==> src/verilog/soc_params.svh <==
// SoC address map and sizes
`ifndef SOC_PARAMS_SVH
`define SOC_PARAMS_SVH

// ------------------------------
// Bus widths
// ------------------------------
`define SOC_ADDR_WIDTH 32
`define SOC_DATA_WIDTH 64

// ------------------------------
// Address map
// ------------------------------
`define ROM_BASE     32'h0000_1000
`define ROM_LENGTH   32'h0000_1000

`define SPM_BASE     32'h8000_0000
`define SPM_LENGTH   32'h0000_1000
// 512 x 64 bit fills the 4 KiB region
`define SPM_WORDS    512

`define CLINT_BASE   32'h0200_0000
`define CLINT_LENGTH 32'h0000_C000

// CLINT register offsets from CLINT_BASE
`define CLINT_MSIP_OFS     32'h0000_0000
`define CLINT_MTIMECMP_OFS 32'h0000_4000
`define CLINT_MTIME_OFS    32'h0000_BFF8

// Cycles after reset before debug requests reach the core
`define DEBUG_DELAY_CYCLES 500

`endif

==> src/verilog/soc_pkg.sv <==
// Boot SoC shared types
`include "soc_params.svh"

package soc_pkg;

  // ------------------------------
  // Bus types
  // ------------------------------
  typedef logic [`SOC_ADDR_WIDTH-1:0]   addr_t;
  typedef logic [`SOC_DATA_WIDTH-1:0]   data_t;
  typedef logic [`SOC_DATA_WIDTH/8-1:0] strb_t;

  // Targets behind the interconnect
  typedef enum logic [1:0] {
    TGT_ROM,
    TGT_SPM,
    TGT_CLINT,
    TGT_NONE
  } target_e;

  // CLINT register select
  typedef enum logic [1:0] {
    REG_MSIP,
    REG_MTIMECMP,
    REG_MTIME,
    REG_INVALID
  } clint_reg_e;

  // ------------------------------
  // Boot image
  // ------------------------------
  localparam int unsigned ROM_IMAGE_WORDS = 8;

  // Two RV64 instructions per word, low half executes first
  localparam data_t boot_image [ROM_IMAGE_WORDS] = '{
    64'h0182_b283_0000_0297,
    64'h0002_8067_f140_2573,
    64'h0000_0000_8000_0000,
    64'h0010_0073_1050_0073,
    64'h3007_3073_0080_0313,
    64'h3443_5073_0000_0013,
    64'hffdf_f06f_1050_0073,
    64'h0000_0000_0000_0013
  };

endpackage

==> src/verilog/mem_interconnect.sv <==
// Request bus address decoder
`timescale 1ns/1ns
`include "soc_params.svh"

module mem_interconnect (
  input  logic           clk_i,
  input  logic           ndmreset_n,
  input  logic           req_i,
  input  logic           we_i,
  input  soc_pkg::addr_t addr_i,
  input  soc_pkg::strb_t be_i,
  input  soc_pkg::data_t wdata_i,
  output logic           rvalid_o,
  output soc_pkg::data_t rdata_o,
  output logic           err_o,
  output logic           rom_req_o,
  output logic           spm_req_o,
  output logic           clint_req_o,
  output soc_pkg::addr_t offset_o,
  output logic           we_o,
  output soc_pkg::strb_t be_o,
  output soc_pkg::data_t wdata_o,
  input  soc_pkg::data_t rom_rdata_i,
  input  soc_pkg::data_t spm_rdata_i,
  input  soc_pkg::data_t clint_rdata_i
);

  soc_pkg::target_e tgt;
  soc_pkg::target_e tgt_q;
  soc_pkg::addr_t   base;
  logic             valid_q;
  logic             rd_q;

  // ------------------------------
  // Request side
  // ------------------------------
  always_comb begin
    tgt  = soc_pkg::TGT_NONE;
    base = '0;
    if (addr_i >= `ROM_BASE && addr_i < (`ROM_BASE + `ROM_LENGTH)) begin
      tgt  = soc_pkg::TGT_ROM;
      base = `ROM_BASE;
    end else if (addr_i >= `SPM_BASE && addr_i < (`SPM_BASE + `SPM_LENGTH)) begin
      tgt  = soc_pkg::TGT_SPM;
      base = `SPM_BASE;
    end else if (addr_i >= `CLINT_BASE && addr_i < (`CLINT_BASE + `CLINT_LENGTH)) begin
      tgt  = soc_pkg::TGT_CLINT;
      base = `CLINT_BASE;
    end
  end

  assign rom_req_o   = req_i && (tgt == soc_pkg::TGT_ROM);
  assign spm_req_o   = req_i && (tgt == soc_pkg::TGT_SPM);
  assign clint_req_o = req_i && (tgt == soc_pkg::TGT_CLINT);

  // Byte offset into the selected region
  assign offset_o = addr_i - base;
  assign we_o     = we_i;
  assign be_o     = be_i;
  assign wdata_o  = wdata_i;

  // ------------------------------
  // Response side
  // ------------------------------
  always_ff @(posedge clk_i or negedge ndmreset_n) begin
    if (!ndmreset_n) begin
      valid_q <= 1'b0;
      rd_q    <= 1'b0;
      tgt_q   <= soc_pkg::TGT_NONE;
    end else begin
      valid_q <= req_i;
      rd_q    <= req_i && !we_i;
      tgt_q   <= tgt;
    end
  end

  assign rvalid_o = valid_q;
  assign err_o    = valid_q && (tgt_q == soc_pkg::TGT_NONE);

  // Writes and unmapped hits return zero
  always_comb begin
    rdata_o = '0;
    if (rd_q) begin
      case (tgt_q)
        soc_pkg::TGT_ROM:   rdata_o = rom_rdata_i;
        soc_pkg::TGT_SPM:   rdata_o = spm_rdata_i;
        soc_pkg::TGT_CLINT: rdata_o = clint_rdata_i;
        default:            rdata_o = '0;
      endcase
    end
  end

  // An unknown address or direction would pick a random target
  a_req_known: assert property (@(posedge clk_i) disable iff (!ndmreset_n)
    req_i |-> !$isunknown({we_i, addr_i}));

endmodule

==> config.mk <==
export PLATFORM = sky130hd
export DESIGN_NAME = mem_interconnect
export DESIGN_NICKNAME = d
export VERILOG_FILES = /design/src/verilog/soc_pkg.sv /design/src/verilog/mem_interconnect.sv
export VERILOG_INCLUDE_DIRS = /design/src /design/src/verilog
export SDC_FILE = /design/constraint.sdc
export NUM_CORES = 1
export LEC_CHECK = 0
export BUFFER_PORTS_ARGS = -buffer_cell sky130_fd_sc_hd__buf_2
export CORE_AREA = 2 2 184 186
export CTS_CLUSTER_SIZE = 40
export DETAILED_ROUTE_END_ITERATION = 6
export DIE_AREA = 0 0 186 188
export PLACE_DENSITY = 0.39
export SYNTH_ARGS = -nofsm -noshare
export SYNTH_HDL_FRONTEND = slang
export SYNTH_SLANG_ARGS = --single-unit
export TNS_END_PERCENT = 1
==> constraint.sdc <==
create_clock -name clk_i -period 11.3 [get_ports clk_i]
set_input_delay 2.825 -clock clk_i [delete_from_list [all_inputs] [get_ports clk_i]]
set_output_delay 2.825 -clock clk_i [all_outputs]
set_load 0.01 [all_outputs]
==> results.rst <==
.. list-table::
   :header-rows: 1

   * - Metric
     - Value
   * - Pre-Repair DR Iteration Count
     - 4
   * - Max-slew headroom at the worst pin
     - 33.4%
   * - First-pass GRT wire length
     - just under 20 mm
   * - Most used flip-flop cell after synthesis
     - sky130_fd_sc_hd__dfstp_2
   * - Max VDD drop
     - 31.9 uV
   * - Register bit total from synthesis
     - 4
   * - Detailed placement HPWL
     - 11.3 mm
   * - Global-route track usage on met3
     - 1.63%
   * - Standby leakage power
     - between 2 and 3 nW
   * - Number of nets in the layout
     - 953
   * - Post-CTS Setup Inserts
     - 0
   * - Worst path buffer plus inverter count
     - 2
   * - Total Power
     - 139 uW
   * - Status
     - completed
   * - Setup-violating endpoint count in the final report
     - 0
   * - Type of the worst setup path
     - in -> out
   * - Area share of the largest cell type after synthesis
     - 21.2%
   * - Post-synth design cell area
     - 3030 um2
   * - Mapped Nets
     - 756
   * - Area inside the core boundary
     - 33100 um2
   * - ANT nets after route
     - 0
   * - CTS resizes
     - 0
   * - GRT Overall Usage
     - 7.37%
   * - Category of cells accounting for the largest share of critical-path delay
     - simple AND/OR/NAND/NOR gates
   * - Port-buffer cells
     - 305
   * - Total number of H-tree levels
     - 1
   * - RSZ-0062 raised after global routing
     - false
   * - CTS clk-pin slew, worst paths
     - 0.03 ns
   * - Max-cap violation count
     - 0
   * - Min Clock Period, post-route
     - 9.10 ns
   * - PwrDens
     - 31.2 nW/um2
   * - CTS tree
     - built
   * - Maximum number of pins on one net before global-route repair
     - between 60 and 70
   * - Count of standard-cell rows
     - 67
   * - Final Hold Fails
     - 0
   * - Number of pins exceeding their max-slew limit in the final report
     - 0
   * - Total clock buffers created by CTS
     - 3
   * - Final Non-Filler Cells
     - 1097
   * - Cell accounting for the most synthesized area
     - sky130_fd_sc_hd__mux2i_1
   * - Total global routing overflow
     - 0
   * - Syn Inst Count
     - between 400 and 500
   * - WP data arrival
     - between 6 and 7 ns
   * - Clock Path Buffers
     - 2
   * - Met1 routing resource usage after global routing
     - 6.80%
   * - Slew @ Worst Pin
     - about 1 ns
   * - Total DRC errors in the routed layout
     - 0
   * - Initial antenna violation count
     - 0
   * - Post-synthesis cell type count
     - 39
   * - Commonest cells after routing, fill and taps aside
     - sky130_fd_sc_hd__buf_2 (305), sky130_fd_sc_hd__nand2_1 (71), sky130_fd_sc_hd__o21ai_0 (65), sky130_fd_sc_hd__and2_1 (65), sky130_fd_sc_hd__mux2i_1 (64)
   * - Effective utilization at floorplan
     - 9.14%
   * - Overall die area
     - 35000 um2
   * - Number of sinks handled by clock tree synthesis
     - 4
   * - Width of the chip
     - 186 um
   * - Fraction of registers with async set/reset
     - 100%
   * - Max stage delay on crit path
     - 0.67 ns
   * - Layout Utilization
     - roughly 13%
   * - Final Wtd Congestion
     - 0.715
   * - Slowest cell on crit path
     - sky130_fd_sc_hd__or4_1
   * - Sequential element share of the synthesized area
     - under 10%
   * - Crit path cell chain
     - buf_2 -> or4_1 -> or4b_4 -> nor3_2 -> ha_1 -> or4b_1 -> o41ai_2 -> nand3b_1 -> xnor2_1 -> buf_2
   * - Mapped Avg Cell Area
     - ~6.7 um2
   * - Number of placed I/O pins
     - 474
   * - Fraction of layout instances using a drive strength above 1
     - 49.8%
   * - Via count of the first global-routing pass
     - 3572
   * - Crit path max fanout
     - 8
   * - Yosys Warn Count
     - 0
   * - Sum of negative setup slack
     - 0 ns
   * - CP Launch Type
     - primary input
   * - Endpoint class of the critical path
     - output port
   * - Total number of vias
     - approximately 3700
   * - Number of flops mapped to enable cells by yosys
     - 0
   * - Number of design-rule violations left by the first detailed-router iteration
     - 63
   * - Cells after DPL
     - 1093
   * - Die Ht
     - 188 um
   * - Root Driver
     - sky130_fd_sc_hd__clkbuf_16
   * - Period Utilization, post-route
     - just over 80%
   * - Hold_ws
     - 2.40 ns
   * - Type of the worst min-delay path
     - in -> async
   * - Diodes inserted
     - 0
   * - Cts-stage hold buffer count
     - 0
   * - Largest cells by area after synthesis
     - sky130_fd_sc_hd__mux2i_1 (21%), sky130_fd_sc_hd__buf_4 (21%), sky130_fd_sc_hd__and2_1 (13%), sky130_fd_sc_hd__o21ai_0 (11%), sky130_fd_sc_hd__nand2_1 (8.8%)
   * - Required time at the worst-slack endpoint
     - 8.48 ns
   * - Met2 track demand over resource in global routing
     - 14.9%
   * - Routed wirelength normalized by instance count
     - 13.0 um
   * - Via density per instance
     - between 3 and 4
   * - Commonest non-fill, non-tap cell in the layout
     - sky130_fd_sc_hd__buf_2
   * - Wire length reported by the detailed router
     - roughly 14 mm
   * - Layout area overhead
     - 47.5%
   * - Most common cell on crit path
     - sky130_fd_sc_hd__buf_2
   * - Global-route layer with the greatest usage
     - met2
   * - Achievable Freq
     - 0.110 GHz
==> state kept, by name (all words and copies together) (netlist names) <==
name and count:
rvalid_o 1, tgt_q 2, rd_q 1
==> final timing paths <==
| path | from | to | slack, ns | cells after the start |
|---|---|---|---|---|
| setup / recovery | addr_i[16] | offset_o[29] | 2.20 | 10 |
| hold / removal | ndmreset_n | rvalid_o$_DFF_PN0_ | 2.40 | 1 |
| max in group asynchronous | ndmreset_n | tgt_q[0]$_DFF_PN1_ | 8.70 | 1 |
| min in group clk_i | req_i | rvalid_o$_DFF_PN0_ | 2.74 | 1 |
==> kinds of logic (layout without fill, tap and decap cells) <==
family	after synthesis	count (layout)	share of synthesized area (%)
adder cells (fa/ha/maj)	3	3	1.24
AND/OR/NAND/NOR	174	174	30.9
buffers and inverters	122	318	26.0
multiplexers	64	64	21.2
flip-flops	4	4	3.39
AO/OA/AOI/OAI	71	71	12.9
XOR/XNOR	15	15	4.34
==> power breakdown <==
group          switching (mW)  total, mW  internal [mW]
Clock                 0.00974     0.0563         0.0466
Sequential            0.00324     0.0180         0.0148
Combinational          0.0269     0.0650         0.0381
==> metal layers <==
layer | vias to the layer above | wire length (um) | share of wire, %
li1 | 1829 | - | -
met1 | 1558 | 5090 | 36
met2 | 233 | 7380 | 52
met3 | 46 | 1320 | 9.2
met4 | 0 | 473 | 3.3
met5 | - | 0 | 0
==> final cells by class <==
type / instances / area [um2]
clock buffers: 4 / 78.8
flip-flops and latches: 4 / 108
well taps: 448 / 561
multi-input cells: 327 / 2140
inverters: 6 / 22.5
fillers: 3849 / 28700
repair buffers: 308 / 1550
==> per-stage QoR <==
stage          worst slack (ns)  cell area (um2)
2_1_floorplan              2.62             3030
3_3_place_gp               2.24             4380
3_5_place_dp               2.25             4380
4_1_cts                    2.22             4460
5_1_grt                    2.02             4460
6_report                   2.20             4460
==> cell usage after synthesis, types with 2 or more instances <==
master and count:
sky130_fd_sc_hd__and2_1 65, sky130_fd_sc_hd__buf_1 7, sky130_fd_sc_hd__buf_2 2, sky130_fd_sc_hd__buf_4 85, sky130_fd_sc_hd__clkbuf_1 21, sky130_fd_sc_hd__dfrtp_1 2, sky130_fd_sc_hd__dfstp_2 2, sky130_fd_sc_hd__ha_1 3
sky130_fd_sc_hd__inv_1 6, sky130_fd_sc_hd__mux2i_1 64, sky130_fd_sc_hd__nand2_1 71, sky130_fd_sc_hd__nand3_1 2, sky130_fd_sc_hd__nand4_1 2, sky130_fd_sc_hd__nor2_1 9, sky130_fd_sc_hd__nor3_1 4, sky130_fd_sc_hd__nor4_1 5
sky130_fd_sc_hd__o21ai_0 65, sky130_fd_sc_hd__o41ai_2 2, sky130_fd_sc_hd__or4_1 3, sky130_fd_sc_hd__xnor2_1 8, sky130_fd_sc_hd__xor2_1 7
No activity file was read; power rests on OpenSTA's default activity.
