<file path="config.mk">
export PLATFORM = sky130hd
export DESIGN_NAME = boot_rom
export DESIGN_NICKNAME = d
export VERILOG_FILES = /design/src/verilog/soc_pkg.sv /design/src/verilog/boot_rom.sv
export VERILOG_INCLUDE_DIRS = /design/src /design/src/verilog
export SDC_FILE = /design/constraint.sdc
export NUM_CORES = 1
export LEC_CHECK = 0
export ABC_AREA = 1
export BUFFER_PORTS_ARGS = -buffer_cell sky130_fd_sc_hd__buf_2
export CORE_ASPECT_RATIO = 0.8
export CORE_MARGIN = 4
export CORE_UTILIZATION = 44
export DETAILED_ROUTE_END_ITERATION = 7
export GPL_ROUTABILITY_DRIVEN = 0
export PLACE_DENSITY = 0.82
export SYNTH_ARGS = -nofsm -noshare
export SYNTH_HDL_FRONTEND = slang
export SYNTH_SLANG_ARGS = --single-unit
export TNS_END_PERCENT = 50
</file>
<file path="constraint.sdc">
create_clock -name clk_i -period 2.1 [get_ports clk_i]
set_clock_uncertainty 0.2 [all_clocks]
set_input_delay 0.21 -clock clk_i [delete_from_list [all_inputs] [get_ports clk_i]]
set_output_delay 0.21 -clock clk_i [all_outputs]
set_load 0.02 [all_outputs]
</file>
<file path="src/verilog/soc_params.svh">
// SoC address map and sizes
`ifndef SOC_PARAMS_SVH
`define SOC_PARAMS_SVH

// ------------------------------
// Bus widths
// ------------------------------
`define SOC_ADDR_WIDTH 32
`define SOC_DATA_WIDTH 64

// ------------------------------
// Address map
// ------------------------------
`define ROM_BASE     32'h0000_1000
`define ROM_LENGTH   32'h0000_1000

`define SPM_BASE     32'h8000_0000
`define SPM_LENGTH   32'h0000_1000
// 512 x 64 bit fills the 4 KiB region
`define SPM_WORDS    512

`define CLINT_BASE   32'h0200_0000
`define CLINT_LENGTH 32'h0000_C000

// CLINT register offsets from CLINT_BASE
`define CLINT_MSIP_OFS     32'h0000_0000
`define CLINT_MTIMECMP_OFS 32'h0000_4000
`define CLINT_MTIME_OFS    32'h0000_BFF8

// Cycles after reset before debug requests reach the core
`define DEBUG_DELAY_CYCLES 500

`endif

</file>
<file path="src/verilog/soc_pkg.sv">
// Boot SoC shared types
`include "soc_params.svh"

package soc_pkg;

  // ------------------------------
  // Bus types
  // ------------------------------
  typedef logic [`SOC_ADDR_WIDTH-1:0]   addr_t;
  typedef logic [`SOC_DATA_WIDTH-1:0]   data_t;
  typedef logic [`SOC_DATA_WIDTH/8-1:0] strb_t;

  // Targets behind the interconnect
  typedef enum logic [1:0] {
    TGT_ROM,
    TGT_SPM,
    TGT_CLINT,
    TGT_NONE
  } target_e;

  // CLINT register select
  typedef enum logic [1:0] {
    REG_MSIP,
    REG_MTIMECMP,
    REG_MTIME,
    REG_INVALID
  } clint_reg_e;

  // ------------------------------
  // Boot image
  // ------------------------------
  localparam int unsigned ROM_IMAGE_WORDS = 8;

  // Two RV64 instructions per word, low half executes first
  localparam data_t boot_image [ROM_IMAGE_WORDS] = '{
    64'h0182_b283_0000_0297,
    64'h0002_8067_f140_2573,
    64'h0000_0000_8000_0000,
    64'h0010_0073_1050_0073,
    64'h3007_3073_0080_0313,
    64'h3443_5073_0000_0013,
    64'hffdf_f06f_1050_0073,
    64'h0000_0000_0000_0013
  };

endpackage

</file>
<file path="src/verilog/boot_rom.sv">
// Boot ROM
`timescale 1ns/1ns
`include "soc_params.svh"

module boot_rom (
  input  logic           clk_i,
  input  logic           req_i,
  input  soc_pkg::addr_t offset_i,
  output soc_pkg::data_t rdata_o
);

  logic [`SOC_ADDR_WIDTH-4:0] word_idx;

  assign word_idx = offset_i[`SOC_ADDR_WIDTH-1:3];

  // Rest of the 4 KiB region past the image reads as zero
  always_ff @(posedge clk_i) begin
    if (req_i) begin
      if (word_idx < soc_pkg::ROM_IMAGE_WORDS) begin
        rdata_o <= soc_pkg::boot_image[word_idx[2:0]];
      end else begin
        rdata_o <= '0;
      end
    end
  end

endmodule

</file>
==> flow_summary_export.csv, run 1 <==
group,metric,value,unit
outcome,status,"finished clean",
grt,grt_max_degree,23,
sta,fin_tns_setup,0,ns
setup_path,max_stage_delay,0.28,ns
pwr,leakage,0.870,nW
layout,finalInstanceArea,1560,um2
setup_path,startpoint_type,"primary input",
grt,antenna_found_initial,0,
setup_path,cp_max_fo,14,
setup_path,crit_cells,7,
sta,final-setup-viol-count,0,
sta,min_period,1.45,ns
sta,timing.final.ws_setup,0.653,ns
synthesis,synth_top_area_cell,"edfxtp_1",
floorplanning,die_width,70.0,um
grt,gr-total-overflow,0,
grt,grt_pass1_vias,829,
setup_path,critPathSlowestCell,"nor2_4",
sta,period_share,0.689,
synthesis,avgSynthCellArea,9.60,um2
setup_path,end_kind,"flip-flop",
synthesis,yosysWarnings,0,
floorplanning,rows,17,
grt,grt_usage,0.107,
placed_design,post_dp_cell_area,1520,um2
clocking,cts_resized,0,
layout,final_cells,232,
pwr,vdd_ir_drop_max,0.000284,V
floorplanning,die_y,57.6,um
floorplanning,die_area,4030,um2
sta,drv_slew,0,
hold_path,whs_path_depth,3,
clocking,cts.clk_slew.worst_paths,0.08,ns
sta,rsz0062_at_grt,"false",
synthesis,ys_seq_area_frac,0.488,
setup_path,worstPathArrival,1.37,ns
synthesis,synth_cell_types,15,
floorplanning,initial_core_util,0.475,
grt,grt_pass1_wl,3.47,mm
layout,reg.largest.list,"rdata_o (22)",
routing,wl_per_cell,10.1,um
placed_design,port_buffers,77,
floorplanning,core_area,2850,um2
routing,dr.pass1.iters,3,
pwr,pwr_density_cell,616,nW/um2
synthesis,synth_area,1350,um2
routing,detail_route.iter0.violations,43,
synthesis,synth.top_cell.area_share,0.488,
sta,holdWs,0.157,ns
clocking,root_buffer,"clkbuf_8",
clocking,numCtsBuffers,3,
routing,antenna_left,0,
setup_path,cp_common_cell,"nand2_1",
placed_design,placed_cells,228,
setup_path,cp_cell_sequence,"buf_2 -> or2_0 -> nor2_1 -> nand2_1 -> nor2_4 -> nand3_1 -> nand2_1",
layout,drive_above_1_share,0.423,
flow_run,cap_violations,0,
synthesis,ys_ff_latch,22,
clocking,htree_levels,1,
clocking,cts.path.max_buffers,2,
synthesis,netlist_top_cells_area,"edfxtp_1 (49%), buf_4 (23%), nand2_1 (5.8%)",
routing,drc,0,
layout,largest_reg_flops,22,
setup_path,path_buf_inv,1,
setup_path,cp-startpoint,"offset_i[26]",
routing,wl,2.33,mm
routing,num_vias,952,
clocking,postCtsSetupBuffers,0,
setup_path,endpoint,"rdata_o[28]",
setup_path,worstSetupPathType,"primary input to flip-flop",
clocking,clock-sinks,22,
setup_path,cp.required,2.03,ns
sta,max_freq,0.691,GHz
hold_path,hold_path.class,"primary input to flip-flop",
placed_design,dp_hpwl,1.94,mm
layout,diodes,0,
routing,viasPerCell,4.10,
synthesis,syn_inst,141,
sta,hold_violations,0,
layout,regMostFlops,"rdata_o",
clocking,cts_tree,"yes",
floorplanning,ios,98,
clocking,ctsHoldBuffers,0,
placed_design,post-place-ws,0.383,ns
hold_path,holdCritStartpoint,"offset_i[3]",
layout,nets,235,
layout,area_growth,15.2,%
setup_path,crit_family,"simple AND/OR/NAND/NOR gates",
Yosys cell counts:
library cell  number
a21oi_1            2
and2_0             1
buf_2              1
buf_4             42
buf_6              1
conb_1             1
edfxtp_1          22
ha_1               6
inv_1             12
inv_2              1
nand2_1           21
nand3_1           10
nor2_1            19
nor2_4             1
or2_0              1
cells in the final DEF (no fill, tap or decap), drive strengths merged:
cell / instances
edfxtp: 22
or2: 1
and2: 1
buf: 77
conb: 17
clkinv: 1
nand2: 21
a21oi: 2
nor2: 20
clkbuf: 3
inv: 13
nand3: 10
ha: 6
metrics by stage:
| stage | total power [mW] | utilization |
|---|---|---|
| after floorplan | 0.693 | - |
| after global placement | 0.714 | 0.532 |
| after detailed placement | 0.716 | 0.532 |
| after CTS | 0.964 | 0.547 |
| after global routing | 1.00 | 0.547 |
| final | 0.961 | 0.547 |
how the worst min path moves through the flow:
stage | slack, ns | end
2_1_floorplan | 0.12 | rdata_o[23]
3_3_place_gp | 0.42 | rdata_o[28]
3_5_place_dp | 0.43 | rdata_o[28]
4_1_cts | 0.16 | rdata_o[28]
5_1_grt | 0.19 | rdata_o[58]
6_report | 0.16 | rdata_o[28]
where the power goes:
part	total (mW)	switching, mW	internal [mW]
clock network	0.256	0.126	0.130
logic	0.193	0.135	0.0581
registers	0.512	0.00894	0.503
metal layers:
| metal | vias up | global-route usage | share of wire |
|---|---|---|---|
| met4 | 0 | 0.0738 | 0.026 |
| met2 | 61 | 0.179 | 0.47 |
| met5 | - | 0 | 0 |
| met1 | 396 | 0.127 | 0.39 |
| met3 | 5 | 0.0191 | 0.11 |
| li1 | 490 | - | - |
cell type report:
class / instances / area, um2
fill: 266 / 1290
timing repair buffer: 77 / 385
multi-input combinational: 78 / 373
sequential: 22 / 661
inverter: 13 / 48.8
clock inverter: 1 / 3.75
tap: 38 / 47.5
clock buffer: 3 / 41.3
cell families after synthesis:
logic type,count (synthesis),synth area share
adder cells (fa/ha/maj),6,0.0555
flip-flops,22,0.488
AO/OA/AOI/OAI,2,0.00739
AND/OR/NAND/NOR,53,0.165
other,1,0.00277
buffers and inverters,57,0.281
tightest hold or removal path: stages:
cell and delay (ns):
buf_2 0.13, nand3_1 0.11, nand2_1 0.07
Note: power is estimated with default switching activity, not from simulation.
==> run 2: changes to the inputs <==
- CORE_UTILIZATION: 44 -> 40
- PLACE_DENSITY: 0.82 -> 0.75
- clock period: 2.1 -> 1.4 ns (I/O delays scaled with it)
==> run 2 against run 1 <==
Sequential share of layout area decreased by 0.96 points. Critical path depth unchanged. Highest routed layer unchanged. First-iteration DRC count decreased by 14%. Die area increased by 8.7%. Clock power increased by 44%. Sequential cell count unchanged. Global-route usage decreased by 0.62 points.
==> flow_summary_export.csv, run 2 (synthesis results as in run 1) <==
group,metric,value,unit
layout,final_cell_mix,"buf_2 (77), edfxtp_1 (22), nand2_1 (21)",
grt,grt_pass1_vias,812,
hold_path,hold_path.class,"primary input to flip-flop",
setup_path,worstPathArrival,1.21,ns
layout,fill_cells,323,
floorplanning,initial_core_util,0.426,
pwr,vdd_ir_drop_max,0.000411,V
floorplanning,ios,98,
grt,antenna_found_initial,0,
sta,hold_violations,0,
routing,wl_per_cell,9.72,um
routing,wl,2.31,mm
routing,dr.pass1.iters,4,
outcome,status,"finished clean",
setup_path,endpoint,"rdata_o[34]",
routing,detail_route.iter0.violations,37,
sta,period_share,0.922,
layout,reg.largest.list,"rdata_o (22)",
clocking,htree_levels,1,
routing,num_vias,971,
setup_path,cp-startpoint,"offset_i[26]",
sta,max_freq,0.774,GHz
layout,diodes,0,
layout,largest_reg_flops,22,
flow_run,cap_violations,0,
setup_path,worstSetupPathType,"primary input to flip-flop",
clocking,cts.path.max_buffers,2,
placed_design,dp_hpwl,1.95,mm
setup_path,cp_max_fo,9,
clocking,clock-sinks,22,
grt,gr-total-overflow,0,
placed_design,port_buffers,77,
layout,area_growth,17.9,%
clocking,ctsHoldBuffers,0,
routing,viasPerCell,4.08,
layout,layout_commonest_cell,"buf_2",
sta,drv_slew,0,
clocking,cts.clk_slew.worst_paths,0.07,ns
floorplanning,core_area,3180,um2
layout,regMostFlops,"rdata_o",
clocking,postCtsSetupBuffers,0,
pwr,pwr_density_cell,894,nW/um2
sta,holdWs,0.0804,ns
setup_path,end_kind,"flip-flop",
floorplanning,die_width,73.0,um
layout,fin_util,0.503,
layout,drive_above_1_share,0.439,
grt,grt_pass1_wl,3.36,mm
floorplanning,die_y,60.0,um
routing,drc,0,
layout,finalInstanceArea,1600,um2
floorplanning,rows,18,
sta,final-setup-viol-count,0,
clocking,numCtsBuffers,3,
grt,grt_usage,0.101,
routing,antenna_left,0,
layout,nets,240,
floorplanning,die_area,4390,um2
clocking,root_buffer,"clkbuf_8",
pwr,leakage,0.895,nW
setup_path,startpoint_type,"primary input",
sta,rsz0062_at_grt,"false",
grt,grt_max_degree,23,
clocking,cts_resized,0,
setup_path,cp.required,1.32,ns
placed_design,post_dp_cell_area,1560,um2
clocking,cts_tree,"yes",
sta,min_period,1.29,ns
-- run 2: layout make-up --
type / instances / area, um2 / area share
Multi-Input combinational cell: 78 / 373 / 0.234
Inverter: 13 / 48.8 / 0.0306
Timing Repair Buffer: 82 / 423 / 0.265
Sequential cell: 22 / 661 / 0.414
Clock buffer: 3 / 41.3 / 0.0259
Tap cell: 40 / 50.0 / 0.0313
-- run 2: worst max-delay path, cell delays in order --
cell and delay (ns):
buf_2 0.09, or2_0 0.20, nor2_1 0.10, nand2_1 0.09
nor2_4 0.21, nand3_1 0.25, nand2_1 0.13
-- run 2: power by group --
| part | switching [mW] | leakage (nW) | internal (mW) | total, mW |
|---|---|---|---|---|
| sequential | 0.0128 | 0.209 | 0.755 | 0.768 |
| combinational | 0.203 | 0.665 | 0.0872 | 0.291 |
| clock | 0.178 | 0.0216 | 0.191 | 0.369 |
| total | 0.394 | 0.895 | 1.03 | 1.43 |
-- run 2: metrics by stage --
step	instances	setup TNS (ns)	power [mW]	setup WS, ns
after detailed placement	235	-2.39	1.08	-0.188
final	238	0	1.43	0.109
after global routing	238	0	1.49	0.00725
after global placement	235	-1.62	1.07	-0.137
after CTS	238	0	1.44	0.0820
after floorplan	157	0	1.04	0.126
-- run 2: how the worst min path moves through the flow --
stage	from	to	slack, ns	depth (start not counted)
6_report	offset_i[3]	rdata_o[28]	0.08	3
5_1_grt	offset_i[3]	rdata_o[28]	0.13	3
4_1_cts	offset_i[3]	rdata_o[28]	0.09	3
3_5_place_dp	offset_i[3]	rdata_o[28]	0.35	3
3_3_place_gp	offset_i[3]	rdata_o[28]	0.34	3
2_1_floorplan	req_i	rdata_o[23]	0.05	0
-- run 2: layer usage --
layer / wire, um / vias to the layer above / GRT usage
met1: 797 / 405 / 0.108
li1: - / 498 / -
met2: 1130 / 64 / 0.178
met4: 46 / 0 / 0.0711
met5: 0 / - / 0
met3: 339 / 4 / 0.0202
