`config.mk`:
```
export PLATFORM = sky130hd
export DESIGN_NAME = debug_req_gate
export DESIGN_NICKNAME = d
export VERILOG_FILES = /design/src/verilog/debug_req_gate.sv
export VERILOG_INCLUDE_DIRS = /design/src /design/src/verilog
export SDC_FILE = /design/constraint.sdc
export NUM_CORES = 1
export LEC_CHECK = 0
export BUFFER_PORTS_ARGS = -buffer_cell sky130_fd_sc_hd__buf_4
export CAP_MARGIN = 0
export CORE_AREA = 2 2 39 41
export DETAILED_ROUTE_END_ITERATION = 12
export DIE_AREA = 0 0 41 43
export SLEW_MARGIN = 25
export SYNTH_ARGS = -nofsm -noshare
export SYNTH_HDL_FRONTEND = slang
export SYNTH_SLANG_ARGS = --single-unit
```
`constraint.sdc`:
```
create_clock -name clk_i -period 2.15 [get_ports clk_i]
set_clock_uncertainty 0.1 [all_clocks]
set_input_delay 0.43 -clock clk_i [delete_from_list [all_inputs] [get_ports clk_i]]
set_output_delay 0.43 -clock clk_i [all_outputs]
set_load 0.02 [all_outputs]
```
`src/verilog/soc_params.svh`:
```
// SoC address map and sizes
`ifndef SOC_PARAMS_SVH
`define SOC_PARAMS_SVH

// ------------------------------
// Bus widths
// ------------------------------
`define SOC_ADDR_WIDTH 32
`define SOC_DATA_WIDTH 64

// ------------------------------
// Address map
// ------------------------------
`define ROM_BASE     32'h0000_1000
`define ROM_LENGTH   32'h0000_1000

`define SPM_BASE     32'h8000_0000
`define SPM_LENGTH   32'h0000_1000
// 512 x 64 bit fills the 4 KiB region
`define SPM_WORDS    512

`define CLINT_BASE   32'h0200_0000
`define CLINT_LENGTH 32'h0000_C000

// CLINT register offsets from CLINT_BASE
`define CLINT_MSIP_OFS     32'h0000_0000
`define CLINT_MTIMECMP_OFS 32'h0000_4000
`define CLINT_MTIME_OFS    32'h0000_BFF8

// Cycles after reset before debug requests reach the core
`define DEBUG_DELAY_CYCLES 500

`endif

```
`src/verilog/debug_req_gate.sv`:
```
// Debug request gate
`timescale 1ns/1ns
`include "soc_params.svh"

module debug_req_gate (
  input  logic clk_i,
  input  logic ndmreset_n,
  input  logic debug_req_i,
  output logic debug_req_o
);

  localparam int unsigned cnt_w = $clog2(`DEBUG_DELAY_CYCLES + 1);

  logic [cnt_w-1:0] cnt_q;

  // Gives the boot code time to run before a halt can land
  always_ff @(posedge clk_i or negedge ndmreset_n) begin
    if (!ndmreset_n) begin
      cnt_q <= cnt_w'(`DEBUG_DELAY_CYCLES);
    end else if (cnt_q != '0) begin
      cnt_q <= cnt_q - 1'b1;
    end
  end

  assign debug_req_o = (cnt_q == '0) ? debug_req_i : 1'b0;

  // An unknown request would reach the core once the gate opens
  a_req_known: assert property (@(posedge clk_i) disable iff (!ndmreset_n)
    !$isunknown(debug_req_i));

endmodule

```
==> impl_metrics.yaml, run 1 <==
run_status:
  run_status: "finished, violations left"
  failing_checks: "setup timing"
die:
  die_x_um: 41
  area_of_the_core_mm2: 0.001384
  die_area_mm2: 0.001763
  floorplan.initialDensity_pct: 32.10
  placement_rows: 14
  floorplan.die.height_um: 43
  top_level_ports: 4
synth:
  yosys.cell_types.count: 20
  synth_cells: 39
  yosys_warning_total: 0
  syn_nets: 43
  synth_sequential_area_ratio_pct: 52.39
  syn_area_um2: 444.2
  post_synth.cell_area_avg_um2: 11.39
  ys_ff_latch: 9
routing:
  detail_route.iter0.violations: 4
  vias: 342
  drt.antenna.violating_nets: 0
  detailed_routing_iterations_pass_1: 4
  detail_route.vias_per_cell: 5.182
  post-route-drc-count: 0
  route.detailed.wl_per_inst_um: 12.85
  routed_wirelength_um: 848
critical_path:
  critPathTopFamily: "simple AND/OR/NAND/NOR gates"
  reg2reg_slack_ns: 0.52
  slowest_delay_ns: 0.55
  cp_max_fo: 3
  cp_data_required_time_ns: 1.62
  worstSetupStartpointType: "flop"
  worstPathBufferInverterCount: 1
  critical_path.cell_chain: "or4_4 -> nor4_4 -> and2_4 -> buf_6"
  critical_path_arrival_ns: 1.65
  r2r-start: "cnt_q[4]"
  worstRegToRegCells: 4
  path_class: "reg2out"
  critical_path.reg2reg.endpoint: "cnt_q[1]"
  critical_path.endpoint_type: "output port"
  critical-path-slowest-cell: "sky130_fd_sc_hd__or4_4"
timing:
  final.period_utilization_pct: 101.5
  max_slew.worst_pin.slew_ns: 0.2633
  timing.final.max_slew_violations: 0
  worst_hold_slack_ns: 0.3937
  count_of_endpoints_failing_setup_in_the_final_report: 1
  rsz_0062_raised_after_global_routing: "true"
  finalHoldViolCount: 0
  maxSlewHeadroom_pct: 82.30
  layout_min_cycle_time_ns: 2.183
  layout_setup_ws_ns: -0.03289
  max_freq_mhz: 458.1
final_layout:
  filler_cell_count: 137
  layout-area-overhead-vs-synth_pct: 23.94
  largestRegisters: "cnt_q x9"
  n_antenna_cell: 0
  numnets_final: 55
  largest-register: "cnt_q"
  finish.cell_count_without_fillers: 66
  final_layout_size_suffix_gt1_share_pct: 44.00
  max_ffs_per_register: 9
global_routing:
  pin_count_of_the_biggest_net_entering_global_routing: 10
  grt_pass1_vias: 346
  globalRouteTotalUtil_pct: 12.93
  antenna_found_initial: 0
  grt_pass1_wl_um: 1462
  global_route.overflow_total: 0
clock_network:
  clk_pin_slew_worst_paths_ns: 0.06
  tritoncts.num_buffers: 3
  cts.sink_count: 9
  tritoncts_clock_tree: "built"
  cts-root-buf: "sky130_fd_sc_hd__clkbuf_4"
  clock_latency_ns: 0.26
  cts_htree_levels: 1
  cts_max_path_buffers: 2
power:
  static-leakage-power_nw: 0.2561
  ir_drop_mv: 0.2001
  power-per-cell-area_mw_per_mm2: 564.3
  report.power.total_mw: 0.3107
hold_path:
  min_delay_path_depth: 1
  min_to: "cnt_q[0]"
  timing.hold.worst.class: "reg2reg"
  holdCritStartpoint: "cnt_q[0]"
run:
  max_cap_violations: 0
placement:
  hpwlAfterDp_um: 607
  dp.cells: 60
  finalWeightedCongestion: 0.6496
  io_buffers: 3
-- placed cells by master, fill, tap and decap left out, types with 2 or more instances in the layout --
cell	count
sky130_fd_sc_hd__buf_4	5
sky130_fd_sc_hd__clkbuf_4	3
sky130_fd_sc_hd__dfrtp_1	3
sky130_fd_sc_hd__dfstp_2	6
sky130_fd_sc_hd__inv_1	2
sky130_fd_sc_hd__nand2b_1	2
sky130_fd_sc_hd__nor2_1	2
sky130_fd_sc_hd__nor3_1	2
sky130_fd_sc_hd__o21ai_0	6
sky130_fd_sc_hd__o31ai_1	2
sky130_fd_sc_hd__or2_2	2
sky130_fd_sc_hd__or3_1	2
-- cell usage after synthesis, drive strengths merged --
| cell type | count | area share, % |
|---|---|---|
| nand2b | 2 | 2.8 |
| mux2 | 1 | 2.5 |
| mux2i | 1 | 2.3 |
| dfrtp | 3 | 17 |
| or2 | 2 | 2.8 |
| dfstp | 6 | 35 |
| nand2 | 1 | 0.84 |
| and2 | 1 | 1.7 |
| or3 | 2 | 2.8 |
| o21ai | 6 | 6.8 |
| ha | 1 | 2.8 |
| or4 | 1 | 2.5 |
| o31ai | 2 | 3.4 |
| o31a | 1 | 2.3 |
| inv | 2 | 1.7 |
| nor2 | 2 | 1.7 |
| nor4 | 1 | 4.8 |
| nor3 | 2 | 2.3 |
| o21bai | 1 | 1.7 |
| xnor2 | 1 | 2.0 |
-- metal layers --
layer  vias up  wire (µm)  GRT usage, %
met1       172        351         13.11
met4         0         14         12.00
li1        163          -             -
met5         -          0             0
met3         2         21         3.141
met2         5        460         20.00
-- worst max-delay path by stage --
| stage | startpoint | endpoint | cells after the start |
|---|---|---|---|
| after floorplan | cnt_q[3] | debug_req_o | 3 |
| after global placement | cnt_q[3] | debug_req_o | 4 |
| after detailed placement | cnt_q[3] | debug_req_o | 4 |
| final | cnt_q[4] | debug_req_o | 4 |
| after global routing | cnt_q[4] | debug_req_o | 4 |
| after CTS | cnt_q[4] | debug_req_o | 4 |
-- layout make-up --
type                    count  area (µm²)  share of cell area (%)
clock buffers               4       26.28                   4.773
inverters                   2       7.507                   1.364
multi-input cells          28       205.2                   37.27
flip-flops and latches      9       232.7                   42.27
well taps                  16       20.02                   3.636
repair buffers              7       58.81                   10.68
-- worst register-to-register path, cell delays in order (launching register included) --
cell and delay, ns:
sky130_fd_sc_hd__dfstp_2 0.37, sky130_fd_sc_hd__or4_4 0.55, sky130_fd_sc_hd__nor4_4 0.18, sky130_fd_sc_hd__buf_4 0.19
sky130_fd_sc_hd__mux2i_1 0.17
-- power breakdown --
part / switching [mW] / internal, mW / total, mW
Sequential: 0 / 0.170 / 0.170
Clock: 0.0572 / 0.0714 / 0.129
Combinational: 0.00559 / 0.00656 / 0.0121
-- repair_timing --
action                                  CTS  global route
pin swaps                                 3             0
resized for setup                         2             0
setup buffers                             1             0
hold buffers                              1             0
endpoints found under the setup margin    1             1
endpoints found under the hold margin     3             0
-- metrics by stage --
step	setup slack, ns	area, µm²	setup TNS [ns]	util [%]
6_report	-0.03289	550.5	-0.03289	39.78
5_1_grt	-0.08576	550.5	-0.08576	39.78
4_1_cts	-0.03803	550.5	-0.03803	39.78
3_5_place_dp	0.09854	501.7	0	36.26
3_3_place_gp	0.1079	501.7	0	36.26
2_1_floorplan	0.09205	444.2	0	-
-- cells by family (layout without fill, tap and decap cells) --
logic type               after synthesis  in the layout  synth area share (%)
AO/OA/AOI/OAI                         10             10                 14.08
XOR/XNOR                               1              1                 1.972
adder cells (fa/ha/maj)                1              1                 2.816
buffers and inverters                  2             13                 1.691
flip-flops                             9              9                 52.39
multiplexers                           2              2                 4.789
AND/OR/NAND/NOR                       14             14                 22.25
Note: power is estimated with default switching activity, not from simulation.
==> run 2, diff against run 1 <==
PLACE_DENSITY = 0.56   (was not set)
clock period = 2.6 ns   (was 2.15 ns; I/O delays follow)
==> impl_metrics.yaml, run 2 (same netlist as run 1, synthesis figures left out) <==
run_status:
  run_status: "finished, final reports clean"
clock_network:
  post_cts_resized: 0
  cts.sink_count: 9
  tritoncts.num_buffers: 3
  cts.hold.buffers_added: 1
  clk_pin_slew_worst_paths_ns: 0.06
  cts_max_path_buffers: 2
  cts_htree_levels: 1
  tritoncts_clock_tree: "built"
  cts.repair_timing.setup_buffer_count: 0
  cts-root-buf: "sky130_fd_sc_hd__clkbuf_4"
  clock_latency_ns: 0.26
global_routing:
  grt_pass1_wl_um: 1407
  antenna_found_initial: 0
  global_route.overflow_total: 0
  grt_pass1_vias: 289
  globalRouteTotalUtil_pct: 12.50
  pin_count_of_the_biggest_net_entering_global_routing: 10
final_layout:
  numnets_final: 53
  layout-area-overhead-vs-synth_pct: 19.44
  final_layout_size_suffix_gt1_share_pct: 41.67
  design_area_um2: 530.5
  largest-register: "cnt_q"
  finish.cell_count_without_fillers: 64
  final_cell_mix: "6 x sky130_fd_sc_hd__o21ai_0, 6 x sky130_fd_sc_hd__dfstp_2, 4 x sky130_fd_sc_hd__buf_4"
  n_antenna_cell: 0
  largestRegisters: "cnt_q x9"
  max_ffs_per_register: 9
routing:
  detail_route.vias_per_cell: 4.766
  routed_wirelength_um: 768
  post-route-drc-count: 0
  detail_route.iter0.violations: 11
  vias: 305
  detailed_routing_iterations_pass_1: 4
  route.detailed.wl_per_inst_um: 12.00
  drt.antenna.violating_nets: 0
run:
  max_cap_violations: 0
timing:
  layout_min_cycle_time_ns: 2.424
  final.period_utilization_pct: 93.21
  timing.final.max_slew_violations: 0
  finalHoldViolCount: 0
  rsz_0062_raised_after_global_routing: "false"
  total_negative_setup_slack_ns: 0
  count_of_endpoints_failing_setup_in_the_final_report: 0
  maxSlewHeadroom_pct: 79.61
  max_freq_mhz: 412.6
  max_slew.worst_pin.slew_ns: 0.3035
hold_path:
  timing.hold.worst.class: "reg2reg"
placement:
  finalWeightedCongestion: 0.7192
  hpwlAfterDp_um: 569.7
  dpl_cell_area_um2: 494.2
  io_buffers: 3
  dp.cells: 59
power:
  static-leakage-power_nw: 0.2422
  ir_drop_mv: 0.2478
  report.power.total_mw: 0.2553
  power-per-cell-area_mw_per_mm2: 481.2
die:
  top_level_ports: 4
  area_of_the_core_mm2: 0.001384
  die_x_um: 41
  floorplan.die.height_um: 43
  die_area_mm2: 0.001763
  floorplan.initialDensity_pct: 32.10
  placement_rows: 14
critical_path:
  critical_path_arrival_ns: 1.80
  worstSetupStartpointType: "flop"
  cp_data_required_time_ns: 1.98
  cp_max_fo: 5
  path_class: "reg2out"
  critical_path.endpoint_type: "output port"
==> run 2: cell types whose count changed in the layout (fill, tap and decap cells not counted), sizes merged <==
cell,before,now
buf,6,4
==> run 2: area by class of cell <==
| cell class | instances | area, µm² |
|---|---|---|
| Fill cell | 138 | 853.3 |
| Timing Repair Buffer | 5 | 40.04 |
| Multi-Input combinational cell | 28 | 203.9 |
| Inverter | 2 | 7.507 |
| Clock buffer | 4 | 26.28 |
| Tap cell | 16 | 20.02 |
| Sequential cell | 9 | 232.7 |
==> run 2: worst paths after layout <==
check / from / endpoint / slack (ns) / cells after the start
max in group asynchronous: ndmreset_n / cnt_q[8] / 1.66 / 2
min in group asynchronous: ndmreset_n / cnt_q[3] / 0.53 / 2
min: cnt_q[0] / cnt_q[0] / 0.40 / 1
max: cnt_q[3] / debug_req_o / 0.18 / 4
min reg2reg: cnt_q[0] / cnt_q[0] / 0.40 / 1
max reg2reg: cnt_q[3] / cnt_q[1] / 0.84 / 4
==> run 2: report_power, final <==
group	total, mW	internal [mW]	switching (mW)
sequential	0.141	0.141	0
combinational	0.00901	0.00444	0.00457
clock	0.106	0.0590	0.0467
total	0.255	0.204	0.0513
==> run 2: metrics by stage <==
step                worst slack (ns)  utilization, %  hold slack (ns)
CTS                           0.1527           38.34           0.4086
global placement              0.4577           35.71           0.2521
finish                        0.1764           38.34           0.4048
global route                 0.06813           38.34           0.4269
floorplan                     0.4521               -           0.1244
detailed placement            0.4407           35.71           0.2505
==> run 2: metal layers <==
layer  vias up  part of all wire [%]  global-route usage, %
li1        158                     -                      -
met1       142                    50                  18.39
met2         5                    43                  14.69
met3         0                   6.4                  9.424
met4         0                     0                  2.000
met5         -                     0                      0
==> run 2: worst max-delay path: stages (launching register included) <==
cell                      delay [ns]
sky130_fd_sc_hd__dfrtp_1        0.40
sky130_fd_sc_hd__or4_4          0.59
sky130_fd_sc_hd__nor4_4         0.25
sky130_fd_sc_hd__and2_2         0.18
sky130_fd_sc_hd__buf_4          0.13
