===== config.mk =====
export PLATFORM = sky130hd
export DESIGN_NAME = clint_timer
export DESIGN_NICKNAME = d
export VERILOG_FILES = /design/src/verilog/soc_pkg.sv /design/src/verilog/clint_timer.sv
export VERILOG_INCLUDE_DIRS = /design/src /design/src/verilog
export SDC_FILE = /design/constraint.sdc
export NUM_CORES = 1
export LEC_CHECK = 0
export ABC_AREA = 1
export BUFFER_PORTS_ARGS = -buffer_cell sky130_fd_sc_hd__buf_4
export CAP_MARGIN = 10
export CORE_MARGIN = 3
export CORE_UTILIZATION = 60
export CTS_BUF_LIST = sky130_fd_sc_hd__clkbuf_16
export CTS_CLUSTER_SIZE = 12
export DETAILED_ROUTE_END_ITERATION = 7
export PLACE_DENSITY = 0.83
export REMOVE_ABC_BUFFERS = 1
export SYNTH_ARGS = -nofsm -noshare
export SYNTH_HDL_FRONTEND = slang
export SYNTH_SLANG_ARGS = --single-unit

===== constraint.sdc =====
create_clock -name clk_i -period 5 [get_ports clk_i]
set_clock_uncertainty 0.2 [all_clocks]
set_input_delay 1 -clock clk_i [delete_from_list [all_inputs] [get_ports clk_i]]
set_output_delay 1 -clock clk_i [all_outputs]
set_load 0.1 [all_outputs]

===== src/verilog/soc_params.svh =====
// SoC address map and sizes
`ifndef SOC_PARAMS_SVH
`define SOC_PARAMS_SVH

// ------------------------------
// Bus widths
// ------------------------------
`define SOC_ADDR_WIDTH 32
`define SOC_DATA_WIDTH 64

// ------------------------------
// Address map
// ------------------------------
`define ROM_BASE     32'h0000_1000
`define ROM_LENGTH   32'h0000_1000

`define SPM_BASE     32'h8000_0000
`define SPM_LENGTH   32'h0000_1000
// 512 x 64 bit fills the 4 KiB region
`define SPM_WORDS    512

`define CLINT_BASE   32'h0200_0000
`define CLINT_LENGTH 32'h0000_C000

// CLINT register offsets from CLINT_BASE
`define CLINT_MSIP_OFS     32'h0000_0000
`define CLINT_MTIMECMP_OFS 32'h0000_4000
`define CLINT_MTIME_OFS    32'h0000_BFF8

// Cycles after reset before debug requests reach the core
`define DEBUG_DELAY_CYCLES 500

`endif


===== src/verilog/soc_pkg.sv =====
// Boot SoC shared types
`include "soc_params.svh"

package soc_pkg;

  // ------------------------------
  // Bus types
  // ------------------------------
  typedef logic [`SOC_ADDR_WIDTH-1:0]   addr_t;
  typedef logic [`SOC_DATA_WIDTH-1:0]   data_t;
  typedef logic [`SOC_DATA_WIDTH/8-1:0] strb_t;

  // Targets behind the interconnect
  typedef enum logic [1:0] {
    TGT_ROM,
    TGT_SPM,
    TGT_CLINT,
    TGT_NONE
  } target_e;

  // CLINT register select
  typedef enum logic [1:0] {
    REG_MSIP,
    REG_MTIMECMP,
    REG_MTIME,
    REG_INVALID
  } clint_reg_e;

  // ------------------------------
  // Boot image
  // ------------------------------
  localparam int unsigned ROM_IMAGE_WORDS = 8;

  // Two RV64 instructions per word, low half executes first
  localparam data_t boot_image [ROM_IMAGE_WORDS] = '{
    64'h0182_b283_0000_0297,
    64'h0002_8067_f140_2573,
    64'h0000_0000_8000_0000,
    64'h0010_0073_1050_0073,
    64'h3007_3073_0080_0313,
    64'h3443_5073_0000_0013,
    64'hffdf_f06f_1050_0073,
    64'h0000_0000_0000_0013
  };

endpackage


===== src/verilog/clint_timer.sv =====
// Core-local interruptor
`timescale 1ns/1ns
`include "soc_params.svh"

module clint_timer (
  input  logic           clk_i,
  input  logic           ndmreset_n,
  input  logic           req_i,
  input  logic           we_i,
  input  soc_pkg::addr_t offset_i,
  input  soc_pkg::strb_t be_i,
  input  soc_pkg::data_t wdata_i,
  output soc_pkg::data_t rdata_o,
  input  logic           rtc_i,
  output logic           timer_irq_o,
  output logic           ipi_o
);

  soc_pkg::clint_reg_e reg_sel;
  soc_pkg::addr_t      word_ofs;
  soc_pkg::data_t      be_mask;
  soc_pkg::data_t      mtimecmp_q;
  soc_pkg::data_t      mtime_q;
  logic                msip_q;
  logic                rtc_phase_q;
  logic                mtime_tick;
  logic                wr_en;

  // ------------------------------
  // Register decode
  // ------------------------------
  assign word_ofs = {offset_i[`SOC_ADDR_WIDTH-1:3], 3'b000};

  always_comb begin
    case (word_ofs)
      `CLINT_MSIP_OFS:     reg_sel = soc_pkg::REG_MSIP;
      `CLINT_MTIMECMP_OFS: reg_sel = soc_pkg::REG_MTIMECMP;
      `CLINT_MTIME_OFS:    reg_sel = soc_pkg::REG_MTIME;
      default:             reg_sel = soc_pkg::REG_INVALID;
    endcase
  end

  always_comb begin
    for (int b = 0; b < $bits(soc_pkg::strb_t); b++) begin
      be_mask[8*b +: 8] = {8{be_i[b]}};
    end
  end

  assign wr_en = req_i && we_i;

  // mtime runs at half the RTC strobe rate
  assign mtime_tick = rtc_i && rtc_phase_q;

  always_ff @(posedge clk_i or negedge ndmreset_n) begin
    if (!ndmreset_n) begin
      msip_q      <= 1'b0;
      mtimecmp_q  <= '1;
      mtime_q     <= '0;
      rtc_phase_q <= 1'b0;
    end else begin
      if (rtc_i) begin
        rtc_phase_q <= ~rtc_phase_q;
      end
      if (wr_en && reg_sel == soc_pkg::REG_MSIP && be_i[0]) begin
        msip_q <= wdata_i[0];
      end
      if (wr_en && reg_sel == soc_pkg::REG_MTIMECMP) begin
        mtimecmp_q <= (mtimecmp_q & ~be_mask) | (wdata_i & be_mask);
      end
      // Software write beats the tick
      if (wr_en && reg_sel == soc_pkg::REG_MTIME) begin
        mtime_q <= (mtime_q & ~be_mask) | (wdata_i & be_mask);
      end else if (mtime_tick) begin
        mtime_q <= mtime_q + 1'b1;
      end
    end
  end

  // ------------------------------
  // Read path
  // ------------------------------
  always_ff @(posedge clk_i) begin
    if (req_i) begin
      rdata_o <= '0;
      if (!we_i) begin
        case (reg_sel)
          soc_pkg::REG_MSIP:     rdata_o <= {{($bits(soc_pkg::data_t)-1){1'b0}}, msip_q};
          soc_pkg::REG_MTIMECMP: rdata_o <= mtimecmp_q;
          soc_pkg::REG_MTIME:    rdata_o <= mtime_q;
          default:               rdata_o <= '0;
        endcase
      end
    end
  end

  assign timer_irq_o = (mtime_q >= mtimecmp_q);
  assign ipi_o       = msip_q;

endmodule


==> results of run 1 <==
layer usage:
layer  up-vias  global-route usage
met3        85              0.0501
li1       6165                   -
met5         -                   0
met2       661               0.528
met1      6070               0.449
met4         0               0.104
stage by stage:
stage	instance area, µm²	power [µW]
3_3_place_gp	14400	3040
5_1_grt	14900	4610
4_1_cts	14900	4380
3_5_place_dp	14400	3070
2_1_floorplan	12700	2670
6_report	14900	4390
synthesized netlist by cell type, types with 4 or more instances:
master / number
a21oi_1: 113
buf_1: 4
buf_2: 36
buf_6: 7
clkbuf_1: 8
dfrtp_1: 66
dfstp_2: 64
edfxtp_1: 64
ha_1: 65
inv_1: 169
inv_2: 4
nand2_1: 594
nand2_2: 16
nand3_1: 195
nand3b_1: 8
nand4_1: 22
nor2_1: 188
nor2_2: 7
nor2_4: 10
nor3_1: 11
o21ai_0: 82
o21ai_1: 18
xnor2_1: 16
xor2_1: 8
path summary, 6_finish.rpt:
kind                            slack, ns           to  depth (start not counted)
worst min register to register       0.27     register                          2
worst min-delay path                 0.27     register                          2
max in group asynchronous            3.09    async pin                          2
worst max-delay path                 1.06  timer_irq_o                         13
worst max register to register       2.49     register                         11
min in group asynchronous            0.50    async pin                          1
worst reg2reg max path, delay by kind of cell, from the launching register on:
family                     cells  cell delay (ns)
adders and majority gates      1             0.31
buffers and inverters          1             0.14
DFF                            1             0.46
and+or+nand+nor                9             1.34
final cells by class:
cell class | instances | area (µm²) | share of cell area
multi-input cells | 1375 | 6750 | 0.452
inverters | 176 | 671 | 0.0449
repair buffers | 183 | 1370 | 0.0919
clock inverters | 15 | 126 | 0.00846
well taps | 275 | 344 | 0.0230
clock buffers | 17 | 425 | 0.0285
flip-flops and latches | 194 | 5260 | 0.352
kinds of logic (layout without fill, tap and decap cells):
family	count (synthesis)	in the layout	share of synthesized area
adders and majority gates	65	65	0.0626
xor gates and xnor gates	24	24	0.0162
DFF	194	194	0.404
AOI/OAI and AO/OA	219	219	0.0869
buffers and inverters	234	391	0.0767
and+or+nand+nor	1067	1067	0.353
power breakdown:
group / switching (µW) / internal (µW)
Combinational: 766 / 349
Clock: 666 / 655
Sequential: 199 / 1750
Total: 1630 / 2760
==> flow_metrics.py, run 1 <==
metrics = {
    "power": {
        "power_density_nw_per_um2": 294,
        "leakagePower_uw": 0.00646,
        "vdd_ir_drop_max_uv": 203,
    },
    "layout": {
        "finalNonFillerCells": 2235,
        "fin_util": 0.707,
        "final_common_cell": "nand2_1",
        "fill_cells": 1781,
        "syn2layout_area_growth_pct": 15.0,
        "n_antenna_cell": 0,
        "nets": 2121,
        "drive_above_1_share": 0.169,
        "layout_common_cells": "nand2_1, nand3_1, nor2_1, buf_4, inv_1",
    },
    "worst_setup_path": {
        "crit_path_end_kind": "output pin",
        "path_delay_family": "simple AND/OR/NAND/NOR gates",
        "max_stage_delay_ns": 0.53,
        "cp_slowest_cell": "dfstp_2",
        "cp_cell_sequence": "inv_1 -> ha_1 -> nand2_1 -> nor2_1 -> nand4_1 -> nand3_1 -> nand2_1 -> nand2_1 -> nand2_1 -> nand2_1 -> nand2_1 -> nand2_1 -> buf_4",
        "required_ns": 3.80,
        "path_max_fanout": 2,
        "cp_common_cell": "nand2_1",
        "crit_type": "register to output pin",
        "arrival_ns": 2.74,
        "start_kind": "register",
        "crit_buf_inv": 2,
    },
    "sta": {
        "worstMarginPinSlew_ns": 1.21,
        "hold_violations": 0,
        "fin_crit_sh": 0.787,
        "slew_headroom": 0.192,
        "max_freq_ghz": 0.254,
        "whs_ns": 0.274,
        "rsz0062_at_grt": "false",
        "maxSlewViolCount": 0,
        "fin_setup_tns_ns": 0,
        "setup_slack_ns": 1.06,
        "setup_violations": 0,
        "min_period_ns": 3.94,
    },
    "place": {
        "gp_congestion": 0.985,
        "dp.final_hpwl_um": 28400,
        "io_buffers": 171,
        "placed_cells": 2203,
        "dpl_worst_slack_ns": 1.25,
    },
    "clock_tree": {
        "postCtsSetupRepairBufs": 0,
        "clk_latency_ns": 0.44,
        "cts-resized-gates": 0,
        "holdBufCountCts": 0,
        "cts_buffers": 17,
        "clk_pin_slew_ns": 0.08,
        "h-tree-depth": 4,
        "cts_buffer_depth": 2,
        "cts_root_buf": "clkbuf_16",
        "clkSinkCount": 194,
        "cts_tree": "built",
    },
    "floorplan": {
        "core_um2": 21200,
        "ios": 175,
        "chipWidth_um": 153,
        "die_y_um": 153,
        "row_count": 53,
        "start_util": 0.614,
        "die-area_um2": 23500,
    },
    "routing": {
        "antenna_left": 0,
        "dr.max_layer_used": "met4",
        "first_pass_iters": 6,
        "dr_total_vias": 13000,
        "drc": 0,
        "wl_met1_um": 16500,
        "wl_met2_um": 17800,
        "wirelength_um": 38600,
        "drtIter0Drc": 1196,
        "dr_wl_met3_um": 3150,
        "wl_per_cell_um": 17.3,
        "viasPerCell": 5.81,
    },
    "yosys": {
        "synthTopCellsByArea": "nand2_1, edfxtp_1, dfstp_2",
        "avgSynthCellArea_um2": 7.21,
        "syn-cell-area_um2": 13000,
        "synth.ff_latch_count": 194,
        "ys_seq_area_frac": 0.404,
        "yosysTopAreaCellShare": 0.172,
        "ys_types": 40,
        "synth_edf_count": 64,
        "yosysWarnings": 0,
        "yosys.area.top_type": "nand2_1",
        "synthCells": 1803,
        "async_flop_share": 0.670,
        "synth_ff_type": "dfrtp_1",
    },
    "min_path": {
        "hp-class": "register to register",
    },
    "status": {
        "status": "complete, no violations",
    },
    "global_route": {
        "grt_max_degree": 67,
        "grt_overflow": 0,
        "grt.total_usage": 0.324,
        "grt_first_pass_wirelength_um": 62100,
        "grt_pass1_vias": 12300,
        "antenna_found_initial": 0,
    },
    "job": {
        "maxCapViolCount": 0,
    },
}
Note: power is estimated with default switching activity, not from simulation.
==> run 2: changes to the inputs <==
CORE_UTILIZATION = 53   (was 60)
PLACE_DENSITY = 0.77   (was 0.83)
clock period = 3.5 ns   (was 5 ns; I/O delays follow)
==> flow_metrics.py, run 2 (synthesis results as in run 1) <==
metrics = {
    "status": {
        "status": "complete, no violations",
    },
    "place": {
        "placed_area_um2": 14600,
        "io_buffers": 171,
        "dp.final_hpwl_um": 28600,
        "gp_congestion": 0.997,
        "placed_cells": 2258,
    },
    "clock_tree": {
        "cts_root_buf": "clkbuf_16",
        "clkSinkCount": 194,
        "cts_tree": "built",
        "clk_pin_slew_ns": 0.08,
        "clk_latency_ns": 0.44,
        "holdBufCountCts": 0,
        "cts_buffer_depth": 2,
        "cts_buffers": 17,
        "h-tree-depth": 4,
    },
    "worst_setup_path": {
        "cp_cell_sequence": "inv_1 -> ha_1 -> a21o_1 -> nand3_1 -> a21oi_1 -> nor2_1 -> nand2_1 -> a21oi_1 -> nand2_1 -> buf_12",
        "crit_type": "register to output pin",
        "crit_buf_inv": 2,
        "cp_slowest_cell": "dfstp_2",
        "path_max_fanout": 3,
        "max_stage_delay_ns": 0.55,
        "start_kind": "register",
        "path_delay_family": "simple AND/OR/NAND/NOR gates",
        "r2r_cells": 10,
        "crit_path_end_kind": "output pin",
        "arrival_ns": 2.45,
        "crit_cells": 10,
        "required_ns": 2.60,
    },
    "sta": {
        "max_freq_ghz": 0.298,
        "slew_headroom": 0.438,
        "worstMarginPinSlew_ns": 0.843,
        "hold_violations": 0,
        "setup_violations": 0,
        "fin_crit_sh": 0.958,
        "maxSlewViolCount": 0,
        "whs_ns": 0.126,
        "min_period_ns": 3.35,
    },
    "power": {
        "power_density_nw_per_um2": 416,
        "power_switching_uw": 2320,
        "leakagePower_uw": 0.00653,
        "seqPwrFrac": 0.437,
        "vdd_ir_drop_max_uv": 297,
        "intPower_uw": 3980,
        "finalPower_uw": 6300,
        "comb_power_share": 0.263,
        "pwr-share-clk": 0.300,
        "switching_share": 0.369,
    },
    "layout": {
        "finalNonFillerCells": 2290,
        "layout_common_cells": "nand2_1, nand3_1, buf_4, nor2_1, inv_1",
        "fin_util": 0.638,
        "final_common_cell": "nand2_1",
        "stdcell_area_um2": 15100,
        "nets": 2132,
        "n_antenna_cell": 0,
        "drive_above_1_share": 0.178,
        "syn2layout_area_growth_pct": 16.5,
        "fill_cells": 2100,
    },
    "floorplan": {
        "die-area_um2": 26400,
        "row_count": 56,
        "chipWidth_um": 163,
        "start_util": 0.547,
        "core_um2": 23800,
        "die_y_um": 163,
        "ios": 175,
    },
    "routing": {
        "wl_per_cell_um": 16.5,
        "drc": 0,
        "viasPerCell": 5.53,
        "dr_total_vias": 12700,
        "antenna_left": 0,
        "wirelength_um": 37800,
        "drtIter0Drc": 1187,
        "first_pass_iters": 6,
    },
    "global_route": {
        "grt_overflow": 0,
        "grt_pass1_vias": 11900,
        "antenna_found_initial": 0,
        "grt_max_degree": 131,
        "grt.total_usage": 0.287,
        "grt_first_pass_wirelength_um": 60800,
    },
    "job": {
        "maxCapViolCount": 0,
    },
    "min_path": {
        "hp-class": "primary input to async pin",
    },
}
run 2: timing repair:
| action | CTS | global route |
|---|---|---|
| cloned | 0 | 0 |
| buffers inserted | 0 | 0 |
| pin swaps | 0 | 1 |
| gates resized for setup | 1 | 10 |
| setup endpoints to repair | 1 | 1 |
run 2: path summary, 6_finish.rpt:
kind,endpoint,slack (ns)
setup / recovery,timer_irq_o,0.15
hold reg to reg,register,0.27
min in group clk_i,register,0.27
max in group asynchronous,async pin,2.30
hold / removal,async pin,0.13
setup reg to reg,register,0.97
run 2: area by class of cell:
type | count | area (µm²) | area share
clock inverters | 15 | 124 | 0.00818
well taps | 319 | 399 | 0.0264
inverters | 176 | 671 | 0.0443
repair buffers | 194 | 1490 | 0.0986
multi-input cells | 1375 | 6780 | 0.448
flip-flops and latches | 194 | 5260 | 0.347
clock buffers | 17 | 425 | 0.0281
run 2: power groups by stage:
stage                     sequential, µW  clock (µW)  combinational [µW]
after floorplan                     3010           0                 811
after detailed placement            2790           0                1610
final                               2760        1890                1660
after CTS                           2750        1910                1620
after global placement              2780           0                1580
after global routing                2780        2000                1840
run 2: through the flow:
stage	TNS, ns	worst slack [ns]
floorplan	-71.89	-0.868
global placement	0	0.471
detailed placement	0	0.452
CTS	0	0.000500
global route	-0.0129	-0.0129
finish	0	0.147
run 2: metal layers:
| layer | GRT usage | vias to the layer above | routed length (µm) |
|---|---|---|---|
| li1 | - | 6171 | - |
| met1 | 0.408 | 5898 | 16400 |
| met2 | 0.451 | 547 | 17200 |
| met3 | 0.0562 | 51 | 3430 |
| met4 | 0.0777 | 0 | 755 |
| met5 | 0 | - | 0 |
run 2: worst reg2reg max path, delay by kind of cell, from the launching register on:
family / cells / cell delay, ns
fa+ha+maj: 1 / 0.31
buf+inv: 1 / 0.13
flops: 1 / 0.45
simple gates: 8 / 1.35
